==> src/design/lspcRegsPkg.sv <==
// LSPC CPU register map, mode fields and CPU request bundle
`default_nettype none

package lspcRegsPkg;

	// ============================================================
	// Register word offsets on the 3-bit CPU address
	// ============================================================

	// Address load, also starts a prefetch read
	localparam logic [2:0] REG_VRAMADDR = 3'd0;
	// Write data port, read-back of latched VRAM word
	localparam logic [2:0] REG_VRAMRW = 3'd1;
	// Address step applied after each VRAM write
	localparam logic [2:0] REG_VRAMMOD = 3'd2;
	// Mode register, auto-animation speed lives here
	localparam logic [2:0] REG_LSPCMODE = 3'd3;

	// ============================================================
	// LSPCMODE field positions
	// ============================================================

	// Speed field is 8 bits wide, bits 15:8
	localparam int AA_SPEED_LSB = 8;

	// ============================================================
	// CPU side request
	// ============================================================

	// One bus transfer as seen by the register block
	// wr is a single-cycle strobe
	// rd is held while the CPU samples read data
	typedef struct packed
	{
		// Word offset
		logic [2:0] addr;
		// Write strobe
		logic wr;
		// Read select level
		logic rd;
		// Write payload
		logic [15:0] wdata;
	} cpuReq_t;

endpackage

`default_nettype wire

==> src/design/vramBusPkg.sv <==
// Slow VRAM bus constants and request bundle for the access sequencer
`default_nettype none

package vramBusPkg;

	// ============================================================
	// Memory slot sequence
	// ============================================================

	// Phases in one memory cycle
	localparam int SLOT_COUNT = 8;
	// Phase handed to CPU accesses
	localparam int CPU_SLOT = 7;

	// ============================================================
	// Slow VRAM geometry
	// ============================================================

	// 32K words
	localparam int VRAM_AW = 15;
	localparam int VRAM_DW = 16;

	// Request driven to the external slow VRAM
	// we and re never both high
	typedef struct packed
	{
		logic [VRAM_AW-1:0] addr;
		logic [VRAM_DW-1:0] wdata;
		logic we;
		logic re;
	} vramReq_t;

endpackage

`default_nettype wire

==> src/design/slotSequencer.sv <==
// Slot sequencer, runs the 8-phase memory cycle and flags the CPU slot
`timescale 1ns/1ns
`default_nettype none

module slotSequencer
(
	input wire logic CLK_24M,
	input wire logic T73A_OUT,
	output logic cpuSlot
);
	import vramBusPkg::*;

	// Phase counter width
	localparam int PHASE_W = $clog2(SLOT_COUNT);

	logic [PHASE_W-1:0] phase;

	// Phase wraps after SLOT_COUNT cycles
	// Strobe registered one phase early so it lines up with CPU_SLOT
	always_ff @(posedge CLK_24M or negedge T73A_OUT)
	begin
		if (!T73A_OUT)
		begin
			phase <= '0;
			cpuSlot <= 1'b0;
		end
		else
		begin
			if (phase == PHASE_W'(SLOT_COUNT - 1))
				phase <= '0;
			else
				phase <= phase + 1'b1;
			cpuSlot <= (phase == PHASE_W'(CPU_SLOT - 1));
		end
	end

	// Strobe period is exactly one memory cycle
	aSlotPeriod: assert property (@(posedge CLK_24M) disable iff (!T73A_OUT)
		cpuSlot |=> !cpuSlot [*SLOT_COUNT-1] ##1 cpuSlot)
		else $error("cpuSlot period broken");

endmodule

`default_nettype wire

==> src/design/vramAccessFsm.sv <==
// VRAM access FSM, holds one CPU request and issues it after the CPU slot
`timescale 1ns/1ns
`default_nettype none

module vramAccessFsm
(
	input wire logic CLK_24M,
	input wire logic T73A_OUT,
	input wire logic cpuSlot,
	input wire logic wrReq,
	input wire logic rdReq,
	input wire logic [15:0] vramAddr,
	input wire logic [15:0] vramWdata,
	input wire logic [15:0] svramRdata,
	output vramBusPkg::vramReq_t svram,
	output logic writeDone,
	output logic [15:0] rdata
);
	import vramBusPkg::*;

	typedef enum logic [1:0]
	{
		IDLE,
		WRITE_PENDING,
		READ_PENDING,
		ACCESS
	} accState_t;

	accState_t state;
	accState_t stateNext;
	// Kind of the access being issued
	logic opIsWrite;
	logic accWe;
	logic accRe;

	// ============================================================
	// Next state
	// ============================================================

	always_comb
	begin
		stateNext = state;
		case (state)
			IDLE:
			begin
				// Write wins, though both never come together
				if (wrReq)
					stateNext = WRITE_PENDING;
				else if (rdReq)
					stateNext = READ_PENDING;
			end
			WRITE_PENDING, READ_PENDING:
			begin
				// Wait out the sprite/fix slots
				if (cpuSlot)
					stateNext = ACCESS;
			end
			default:
				stateNext = IDLE;
		endcase
	end

	// ============================================================
	// State, done pulse and read latch
	// ============================================================

	always_ff @(posedge CLK_24M or negedge T73A_OUT)
	begin
		if (!T73A_OUT)
		begin
			state <= IDLE;
			opIsWrite <= 1'b0;
			writeDone <= 1'b0;
			rdata <= '0;
		end
		else
		begin
			state <= stateNext;
			// Remember the request kind before entering ACCESS
			if (state == WRITE_PENDING || state == READ_PENDING)
				opIsWrite <= (state == WRITE_PENDING);
			// Address stepping hangs off this
			writeDone <= accWe;
			// Combinational VRAM, data valid in the re cycle
			if (accRe)
				rdata <= svramRdata;
		end
	end

	// One-cycle strobes during ACCESS only
	assign accWe = (state == ACCESS) && opIsWrite;
	assign accRe = (state == ACCESS) && !opIsWrite;

	// Address and data straight from the register block
	assign svram = '{addr: vramAddr[VRAM_AW-1:0], wdata: vramWdata, we: accWe, re: accRe};

	// Waiting request goes out within one memory cycle
	aServed: assert property (@(posedge CLK_24M) disable iff (!T73A_OUT)
		(state == WRITE_PENDING || state == READ_PENDING) |->
			##[1:SLOT_COUNT] (state == ACCESS))
		else $error("pending VRAM access not served within a memory cycle");

	// Bus cycle sits right behind the sequencer's CPU slot
	aInSlot: assert property (@(posedge CLK_24M) disable iff (!T73A_OUT)
		(svram.we || svram.re) |-> $past(cpuSlot))
		else $error("svram access outside CPU slot");

	// CPU spacing rule, no second request while one waits
	aNoOverrun: assert property (@(posedge CLK_24M) disable iff (!T73A_OUT)
		(wrReq || rdReq) |-> (state == IDLE))
		else $error("VRAM request while access pending");

endmodule

`default_nettype wire

==> src/design/cpuVramRegs.sv <==
// CPU register block, VRAM address/data/modulo and mode, read-back mux
`timescale 1ns/1ns
`default_nettype none

module cpuVramRegs
(
	input wire logic CLK_24M,
	input wire logic T73A_OUT,
	input wire lspcRegsPkg::cpuReq_t cpu,
	input wire logic writeDone,
	input wire logic [15:0] rdata,
	input wire logic [2:0] aaCount,
	output logic wrReq,
	output logic rdReq,
	output logic [15:0] vramAddr,
	output logic [15:0] vramWdata,
	output logic [7:0] aaSpeed,
	output logic [15:0] cpuRdata
);
	import lspcRegsPkg::*;

	// Address step, added after each VRAM write
	logic [15:0] vramMod;
	logic wrMod;
	logic wrMode;

	// ============================================================
	// Write decode
	// ============================================================

	// Data port write, queues a VRAM write
	assign wrReq = cpu.wr && (cpu.addr == REG_VRAMRW);
	// Address load, queues a prefetch read
	assign rdReq = cpu.wr && (cpu.addr == REG_VRAMADDR);
	assign wrMod = cpu.wr && (cpu.addr == REG_VRAMMOD);
	assign wrMode = cpu.wr && (cpu.addr == REG_LSPCMODE);

	// ============================================================
	// Registers
	// ============================================================

	always_ff @(posedge CLK_24M or negedge T73A_OUT)
	begin
		if (!T73A_OUT)
		begin
			vramAddr <= '0;
			vramWdata <= '0;
			vramMod <= '0;
			aaSpeed <= '0;
		end
		else
		begin
			// CPU load first, else step after a finished write
			// 16-bit wrap on the step
			if (rdReq)
				vramAddr <= cpu.wdata;
			else if (writeDone)
				vramAddr <= vramAddr + vramMod;

			// Held until the slot write goes out
			if (wrReq)
				vramWdata <= cpu.wdata;

			if (wrMod)
				vramMod <= cpu.wdata;

			// Only the speed field of LSPCMODE is kept
			if (wrMode)
				aaSpeed <= cpu.wdata[AA_SPEED_LSB +: 8];
		end
	end

	// ============================================================
	// Read-back
	// ============================================================

	// Zero unless the CPU is reading
	always_comb
	begin
		cpuRdata = '0;
		if (cpu.rd)
		begin
			case (cpu.addr)
				// Both offsets return the latched VRAM word
				REG_VRAMADDR, REG_VRAMRW:
					cpuRdata = rdata;
				REG_VRAMMOD:
					cpuRdata = vramMod;
				REG_LSPCMODE:
				begin
					// Speed up top, live tile counter at the bottom
					cpuRdata[AA_SPEED_LSB +: 8] = aaSpeed;
					cpuRdata[2:0] = aaCount;
				end
				default:
					cpuRdata = '0;
			endcase
		end
	end

endmodule

`default_nettype wire

==> src/design/autoAnimCounter.sv <==
// Auto-animation counter, steps the 3-bit tile number every speed+1 frames
`timescale 1ns/1ns
`default_nettype none

module autoAnimCounter
(
	input wire logic CLK_24M,
	input wire logic T73A_OUT,
	input wire logic frameStrobe,
	input wire logic [7:0] aaSpeed,
	output logic [2:0] aaCount
);

	// Frames seen since last tile step
	logic [7:0] frameDiv;

	always_ff @(posedge CLK_24M or negedge T73A_OUT)
	begin
		if (!T73A_OUT)
		begin
			frameDiv <= '0;
			aaCount <= '0;
		end
		else if (frameStrobe)
		begin
			// >= so a lowered speed takes effect at once
			if (frameDiv >= aaSpeed)
			begin
				frameDiv <= '0;
				// Wraps at 8 tiles
				aaCount <= aaCount + 3'd1;
			end
			else
			begin
				frameDiv <= frameDiv + 8'd1;
			end
		end
	end

	// Tile number moves only right behind a frame pulse
	aStepOnFrame: assert property (@(posedge CLK_24M) disable iff (!T73A_OUT)
		$changed(aaCount) |-> $past(frameStrobe))
		else $error("aaCount changed without frameStrobe");

endmodule

`default_nettype wire

==> src/design/lspcVramCore.sv <==
// LSPC VRAM core, ties sequencer, access FSM, registers and auto-animation
`timescale 1ns/1ns
`default_nettype none

module lspcVramCore
(
	input wire logic CLK_24M,
	input wire logic T73A_OUT,
	input wire lspcRegsPkg::cpuReq_t cpu,
	input wire logic frameStrobe,
	input wire logic [15:0] svramRdata,
	output vramBusPkg::vramReq_t svram,
	output logic [15:0] cpuRdata,
	output logic [2:0] aaCount
);

	// ============================================================
	// Internal wiring
	// ============================================================

	// CPU slot marker
	logic cpuSlot;
	// Register block to FSM
	logic wrReq;
	logic rdReq;
	logic [15:0] vramAddr;
	logic [15:0] vramWdata;
	// FSM back to register block
	logic writeDone;
	logic [15:0] rdata;
	// Mode field to animation counter
	logic [7:0] aaSpeed;

	slotSequencer uSeq
	(
		.CLK_24M(CLK_24M),
		.T73A_OUT(T73A_OUT),
		.cpuSlot(cpuSlot)
	);

	vramAccessFsm uFsm
	(
		.CLK_24M(CLK_24M),
		.T73A_OUT(T73A_OUT),
		.cpuSlot(cpuSlot),
		.wrReq(wrReq),
		.rdReq(rdReq),
		.vramAddr(vramAddr),
		.vramWdata(vramWdata),
		.svramRdata(svramRdata),
		.svram(svram),
		.writeDone(writeDone),
		.rdata(rdata)
	);

	cpuVramRegs uRegs
	(
		.CLK_24M(CLK_24M),
		.T73A_OUT(T73A_OUT),
		.cpu(cpu),
		.writeDone(writeDone),
		.rdata(rdata),
		.aaCount(aaCount),
		.wrReq(wrReq),
		.rdReq(rdReq),
		.vramAddr(vramAddr),
		.vramWdata(vramWdata),
		.aaSpeed(aaSpeed),
		.cpuRdata(cpuRdata)
	);

	autoAnimCounter uAnim
	(
		.CLK_24M(CLK_24M),
		.T73A_OUT(T73A_OUT),
		.frameStrobe(frameStrobe),
		.aaSpeed(aaSpeed),
		.aaCount(aaCount)
	);

endmodule

`default_nettype wire

==> config.mk <==
export PLATFORM = sky130hd
export DESIGN_NAME = lspcVramCore
export DESIGN_NICKNAME = d
export VERILOG_FILES = /design/src/design/lspcRegsPkg.sv /design/src/design/vramBusPkg.sv /design/src/design/slotSequencer.sv /design/src/design/vramAccessFsm.sv /design/src/design/cpuVramRegs.sv /design/src/design/autoAnimCounter.sv /design/src/design/lspcVramCore.sv
export SDC_FILE = /design/constraint.sdc
export NUM_CORES = 1
export LEC_CHECK = 0
export ABC_CLOCK_PERIOD_IN_PS = 4300
export BUFFER_PORTS_ARGS = -buffer_cell sky130_fd_sc_hd__buf_2
export CAP_MARGIN = 10
export CELL_PAD_IN_SITES_DETAIL_PLACEMENT = 2
export CELL_PAD_IN_SITES_GLOBAL_PLACEMENT = 2
export CORE_ASPECT_RATIO = 0.7
export CORE_UTILIZATION = 35
export DETAILED_ROUTE_END_ITERATION = 6
export PLACE_DENSITY_LB_ADDON = 0.12
export SYNTH_ARGS = -nofsm -noshare
export SYNTH_HDL_FRONTEND = slang
export SYNTH_SLANG_ARGS = --single-unit
==> constraint.sdc <==
create_clock -name CLK_24M -period 4.3 [get_ports CLK_24M]
set_input_delay 0.43 -clock CLK_24M [delete_from_list [all_inputs] [get_ports CLK_24M]]
set_output_delay 0.43 -clock CLK_24M [all_outputs]
set_load 0.1 [all_outputs]
-- After elaboration in Yosys (flattened, before gate mapping)
Index checks and enable logic that the tools add are counted.
- flip-flop bits (word level): 91
- $add $sub $neg: 4
- order comparisons: 1
- eq/ne operators: 10
- muxes and demuxes: 12
- reduce and logical (&&, ||, !) cells: 15
- operators by type and width (operator ; number):
    16-bit two-way mux ; 3
    8-bit case mux with 3 select lines ; 1
    16-bit adder ; 1
    5-bit case mux with 2 select lines ; 1
    3-bit case mux with 3 select lines ; 1
    8-bit by 1-bit adder with 8-bit output (second input constant) ; 1
    8-bit greater-or-equal comparator ; 1
    8-bit two-way mux ; 1
    3-bit by 1-bit adder with 3-bit output (second input constant) ; 2
    3-bit by 2-bit equality test with 1-bit output (second input constant) ; 2
    3-bit equality test (second input constant) ; 2
    1-bit logical AND ; 6
    2-bit two-way mux ; 3
    2-bit equality test (second input constant) ; 2
    2-bit case mux with 2 select lines ; 1
    2-bit AND reduction ; 2
    2-bit OR reduction ; 2
    3-bit by 1-bit equality test with 1-bit output (second input constant) ; 1
    3-bit logical NOT ; 1
    3-bit two-way mux ; 1
    3-bit by 2-bit inequality test with 1-bit output (second input constant) ; 1
    2-bit by 1-bit equality test with 1-bit output (second input constant) ; 1
    2-bit logical NOT ; 1
    2-bit inequality test (second input constant) ; 1
    3 further kinds ; 3

-- Depth between registers and ports, before layout
- word-level depth: 5
- depth in mapped cells: 9
- gate-level depth less buffers: 9

-- By module
Synthesis repeated with hierarchy kept, for this count alone.
- cells, all modules: 490
- area, all modules: 5356.4 µm²
- modules (own cells, without submodules) (module ; times used ; cells an instance ; area an instance (µm²) ; seq. area each (µm²)):
    cpuVramRegs ; 1 ; 317 ; 3325.7 ; 1401.3
    vramAccessFsm ; 1 ; 87 ; 1126.1 ; 500.5
    autoAnimCounter ; 1 ; 75 ; 749.5 ; 275.3
    slotSequencer ; 1 ; 11 ; 155.1 ; 100.1

-- Worst setup path before layout
OpenSTA, ideal clock, no wires.
- path kind: input port to output port
- start: input port cpu[19] (netlist bit)
- end: output port cpuRdata[10]
- data arrival time: 3.485 ns
- required time: 3.870 ns
- slack: 0.385 ns
- stages on the path: 5
- path buffers: 3
- cells stage by stage: buf_2 > clkbuf_1 > clkbuf_1 > nor2_1 > a211oi_1
- word-level cells in the longest chain between the ends: 4
- elaborated cells on any way between the ends: 7
- those cells by class: eq/ne (3); mux (2); reduce/logical (2)
- RTL lines (item ; line ; RTL):
    start, declared ; lspcVramCore.sv:9 ; input wire lspcRegsPkg::cpuReq_t cpu,
    3-bit by 1-bit equality test with 1-bit output or 3-bit logical NOT (tied branches) ; cpuVramRegs.sv:83 ; case (cpu.addr)
    2-bit OR reduction ; cpuVramRegs.sv:83 ;
    8-bit case mux with 3 select lines (*) ; cpuVramRegs.sv:83 ;
    16-bit two-way mux (*) ; cpuVramRegs.sv:81 ; if (cpu.rd)
    end, declared ; lspcVramCore.sv:13 ; output logic [15:0] cpuRdata,
Mark *: on every way between the ends. The rest lies on a longest branch, timed or not.

-- Worst setup path after layout
- start: register uRegs.vramAddr[0]
- end: register uRegs.vramAddr[14]
- word-level cells in the longest chain between the ends: 3
- RTL lines (item ; line ; RTL):
    start, declared ; cpuVramRegs.sv:15 ; output logic [15:0] vramAddr,
    start signal, assigned ; cpuVramRegs.sv:56 ; vramAddr <= cpu.wdata;
    start signal, assigned ; cpuVramRegs.sv:58 ; vramAddr <= vramAddr + vramMod;
    16-bit adder ; cpuVramRegs.sv:58 ;
    16-bit two-way mux ; cpuVramRegs.sv:57 ; else if (writeDone)
    16-bit two-way mux ; cpuVramRegs.sv:55 ; if (rdReq)
No other way between the ends. The select of a mux whose other input is x is not followed.
A chain may end at the register's enable or synchronous reset.

==> metrics.md <==
| Metric | Value |
|---|---|
| Post-synth top area share | `between 40% and 50%` |
| Post-Route WL | `14550 um` |
| Clock skew | `~0.011 ns` |
| Via density | `5.218` |
| Io pins | `92` |
| Synth top area cells | `dfrtp_1 (46%), mux2_2 (13%), ha_1 (7.8%), mux2i_1 (4.1%), a21oi_1 (2.6%)` |
| WS Path Type | `reg2reg` |
| CP Max Fanout | `4` |
| RR Endpoint | `uRegs.vramAddr[14]` |
| Global-route wire length before repair | `between 20000 and 25000 um` |
| WP data arrival | `3.13 ns` |
| Mux contribution to synthesized area | `roughly 17%` |
| CTS sink cnt | `90` |
| Synth Register Bits | `90` |
| Combinational family with the most area after synthesis | `multiplexers` |
| Final GP Congestion | `roughly 0.78` |
| Synth top cells by count | `dfrtp_1 (90), mux2_2 (58), ha_1 (31)` |
| Startpoint Class | `flip-flop` |
| Required @ worst endpoint | `~4.5 ns` |
| Max Freq | `~340 MHz` |
| Post-Place Cells | `about 710` |
| Total CTS buffers | `9` |
| FF-to-FF path depth | `9` |
| FILL cells | `between 1000 and 1500` |
| Adder-cell area share of the yosys netlist | `8.253%` |
| Final Max Tran Viols | `0` |
| Synth Net Count | `around 520` |
| Placed wire-length estimate | `~11000 um` |
| Compound-Gate Fraction of Synth Area | `a little under an eighth` |
| Setup violators final | `0` |
| Crit. End Element | `flip-flop` |
| Setup tns final | `0 ns` |
| Clk_lat worst skew | `roughly 0.34 ns` |
| Status | `finished clean` |
| Ys async rst share | `100.0%` |
| Initial Utilization | `roughly 37%` |
| Clock Pin Slew Worst Setup and Hold Paths | `around 0.070 ns` |
| Worst setup path startpoint | `uRegs.vramAddr[0]` |
| Post-CTS sizing | `0` |
| Yosys cell types | `48` |
| R2r setup slk | `1.39 ns` |
| Mapped cell area | `around 0.005 mm^2` |
| Rows | `35` |
| DRC | `0` |
| Iter 0 DRT Violations | `around 130` |
| Count leader, synth | `dfrtp_1` |
| Cells after Synth | `between 400 and 500` |
| Vias | `approximately 3800` |
| Part of the cycle the worst path needs | `67.74%` |
| Vias in the first global route | `around 4200` |
| Antenna Nets Post-Route | `0` |
| Remaining global-route overflow | `0` |
| First drt pass iteration count | `4` |
| H-tree Lvls | `3` |
| CTS tree | `built` |
| Die H | `a little over 100 um` |
| P&R area growth vs syn | `18.63%` |
| Leakage | `~2.8 nW` |
| CTS Hold Bufs | `0` |
| Power density cells | `slightly above 800 mW/mm^2` |
| Hold Crit Class | `in2async` |
| Worst-Margin Slew | `roughly 1.1 ns` |
| Clk buf depth | `2` |
| Sequential area share after synthesis | `between 40% and 50%` |
| Leading area contributor after synthesis | `dfrtp_1` |
| RSZ-0062 raised after global routing | `no` |
| Critical path endpoint | `uRegs.vramAddr[14]` |
| IR drop worst, VDD | `about 0.36 mV` |
| Pin count of the biggest net entering global routing | `61` |
| Reg-to-reg critical path startpoint | `uRegs.vramAddr[0]` |
| Total GRT Usage | `approximately a fifth` |
| Number of port buffers | `91` |
| Routed len/inst | `~20 um` |
| Post-synth EDFFs | `0` |
| Yosys warns | `0` |
| Post-Layout Cell Count | `between 700 and 800` |
| Root buf cell | `clkbuf_16` |
| Die X | `roughly 140 um` |
| Core area | `between 0.01 and 0.015 mm^2` |
| Ys flop type | `dfrtp_1` |
| Synth Area in XOR/XNOR | `roughly 2.8%` |
| Simple-gate share of the synthesized area | `between 10 and 15%` |
| Final hold vios | `0` |
| Average size of a mapped cell | `10.93 um^2` |
| Share of layout cells above drive strength 1 | `between 30% and 40%` |
| Initial antenna violation count | `0` |
| Nets | `610` |
| Die area | `approximately 0.015 mm^2` |
| Worst slew margin | `about 30%` |
| Max-cap violations | `0` |
| Setup Buffers After CTS | `0` |
| Minimum clock period | `~3 ns` |
## logic make-up (layout without fill, tap and decap cells)
logic type,Yosys count,in the layout
AOI/OAI and AO/OA,92,92
xor gates and xnor gates,16,16
adders and majority gates,32,32
buffers and inverters,41,131
DFF,90,90
muxes,78,78
other,0,1
and+or+nand+nor,103,103
## placed cells by master (no fill, tap or decap), types with 2 or more instances in the layout
cell       count
mux2i_1       20
clkinv_2       2
xnor2_1        9
mux2_2        58
o211ai_1       2
dfrtp_1       90
nor3_1         3
o21ai_0       22
nand2_1       25
nor2_1        28
or3_1          2
o21bai_1       4
and2_1         4
nand3_1        9
nor3b_1        6
nand4b_1       2
buf_2         90
ha_1          31
a211oi_1      16
xor2_1         7
nor2b_1        9
nand4_1        3
buf_4          6
a21oi_1       26
a21o_1         8
nand2b_1       5
inv_1         19
clkbuf_16      9
a31oi_1        4
## final cells by class
cell class | instances | area (um^2) | share of cell area [%]
antenna | 1 | 2.502 | 0.04268
clock buffer | 10 | 229.0 | 3.905
clock inverter | 5 | 56.30 | 0.9603
inverter | 20 | 75.07 | 1.280
multi-input combinational | 321 | 2521 | 43.00
sequential | 90 | 2252 | 38.41
tap | 185 | 231.5 | 3.948
timing repair buffer | 96 | 495.5 | 8.451
## power breakdown
| group | internal (mW) | total, mW | switching [mW] |
|---|---|---|---|
| clock network | 0.447 | 0.785 | 0.338 |
| registers | 1.13 | 1.38 | 0.250 |
| logic | 0.745 | 2.56 | 1.81 |
| total | 2.32 | 4.72 | 2.40 |
## metrics by stage
stage / utilization, % / total power, mW / hold slack (ns) / instance area [um^2] / setup slack, ns
CTS: 43.59 / 4.774 / 0.2098 / 5861 / 1.352
floorplan: - / 3.373 / 0.1344 / 4942 / 0.3847
finish: 43.61 / 4.721 / 0.1699 / 5863 / 1.387
global route: 43.59 / 5.007 / 0.2247 / 5861 / 1.197
global placement: 41.47 / 3.849 / 0.4350 / 5575 / 1.450
detailed placement: 41.47 / 3.955 / 0.4818 / 5575 / 1.405
## routing by layer
| layer | vias to the layer above | global-route usage, % | wire, um |
|---|---|---|---|
| met1 | 1942 | 28.86 | 7201 |
| met3 | 7 | 3.924 | 446 |
| met5 | - | 0 | 0 |
| li1 | 1786 | - | - |
| met2 | 64 | 35.71 | 6820 |
| met4 | 0 | 4.419 | 81 |
## worst max-delay path: stages, from the launching register on
cell,delay (ns)
dfrtp_1,0.40
ha_1,0.24
fa_1,0.41
a21oi_1,0.24
nor2_1,0.08
a211oi_1,0.63
a2111oi_0,0.24
a311o_1,0.34
xnor2_1,0.14
o21ai_1,0.07
## how the worst min path moves through the flow
| stage | endpoint | cells after the start |
|---|---|---|
| 2_1_floorplan | uAnim.aaCount[0] | 0 |
| 3_3_place_gp | uSeq.phase[0] | 1 |
| 3_5_place_dp | uSeq.phase[0] | 1 |
| 4_1_cts | uRegs.vramWdata[10] | 1 |
| 5_1_grt | uRegs.vramAddr[10] | 1 |
| 6_report | uRegs.vramWdata[14] | 1 |
## registers in the layout, indices dropped and copies added (netlist names)
signal and count:
uRegs.vramWdata 16, uAnim.aaCount 3, uSeq.cpuSlot 1, uFsm.writeDone 1, uAnim.frameDiv 8, uFsm.rdata 16
uRegs.vramAddr 15, uFsm.state 2, uFsm.opIsWrite 1, uSeq.phase 3, uRegs.vramMod 16, uRegs.aaSpeed 8
No activity file was read; power rests on OpenSTA's default activity.
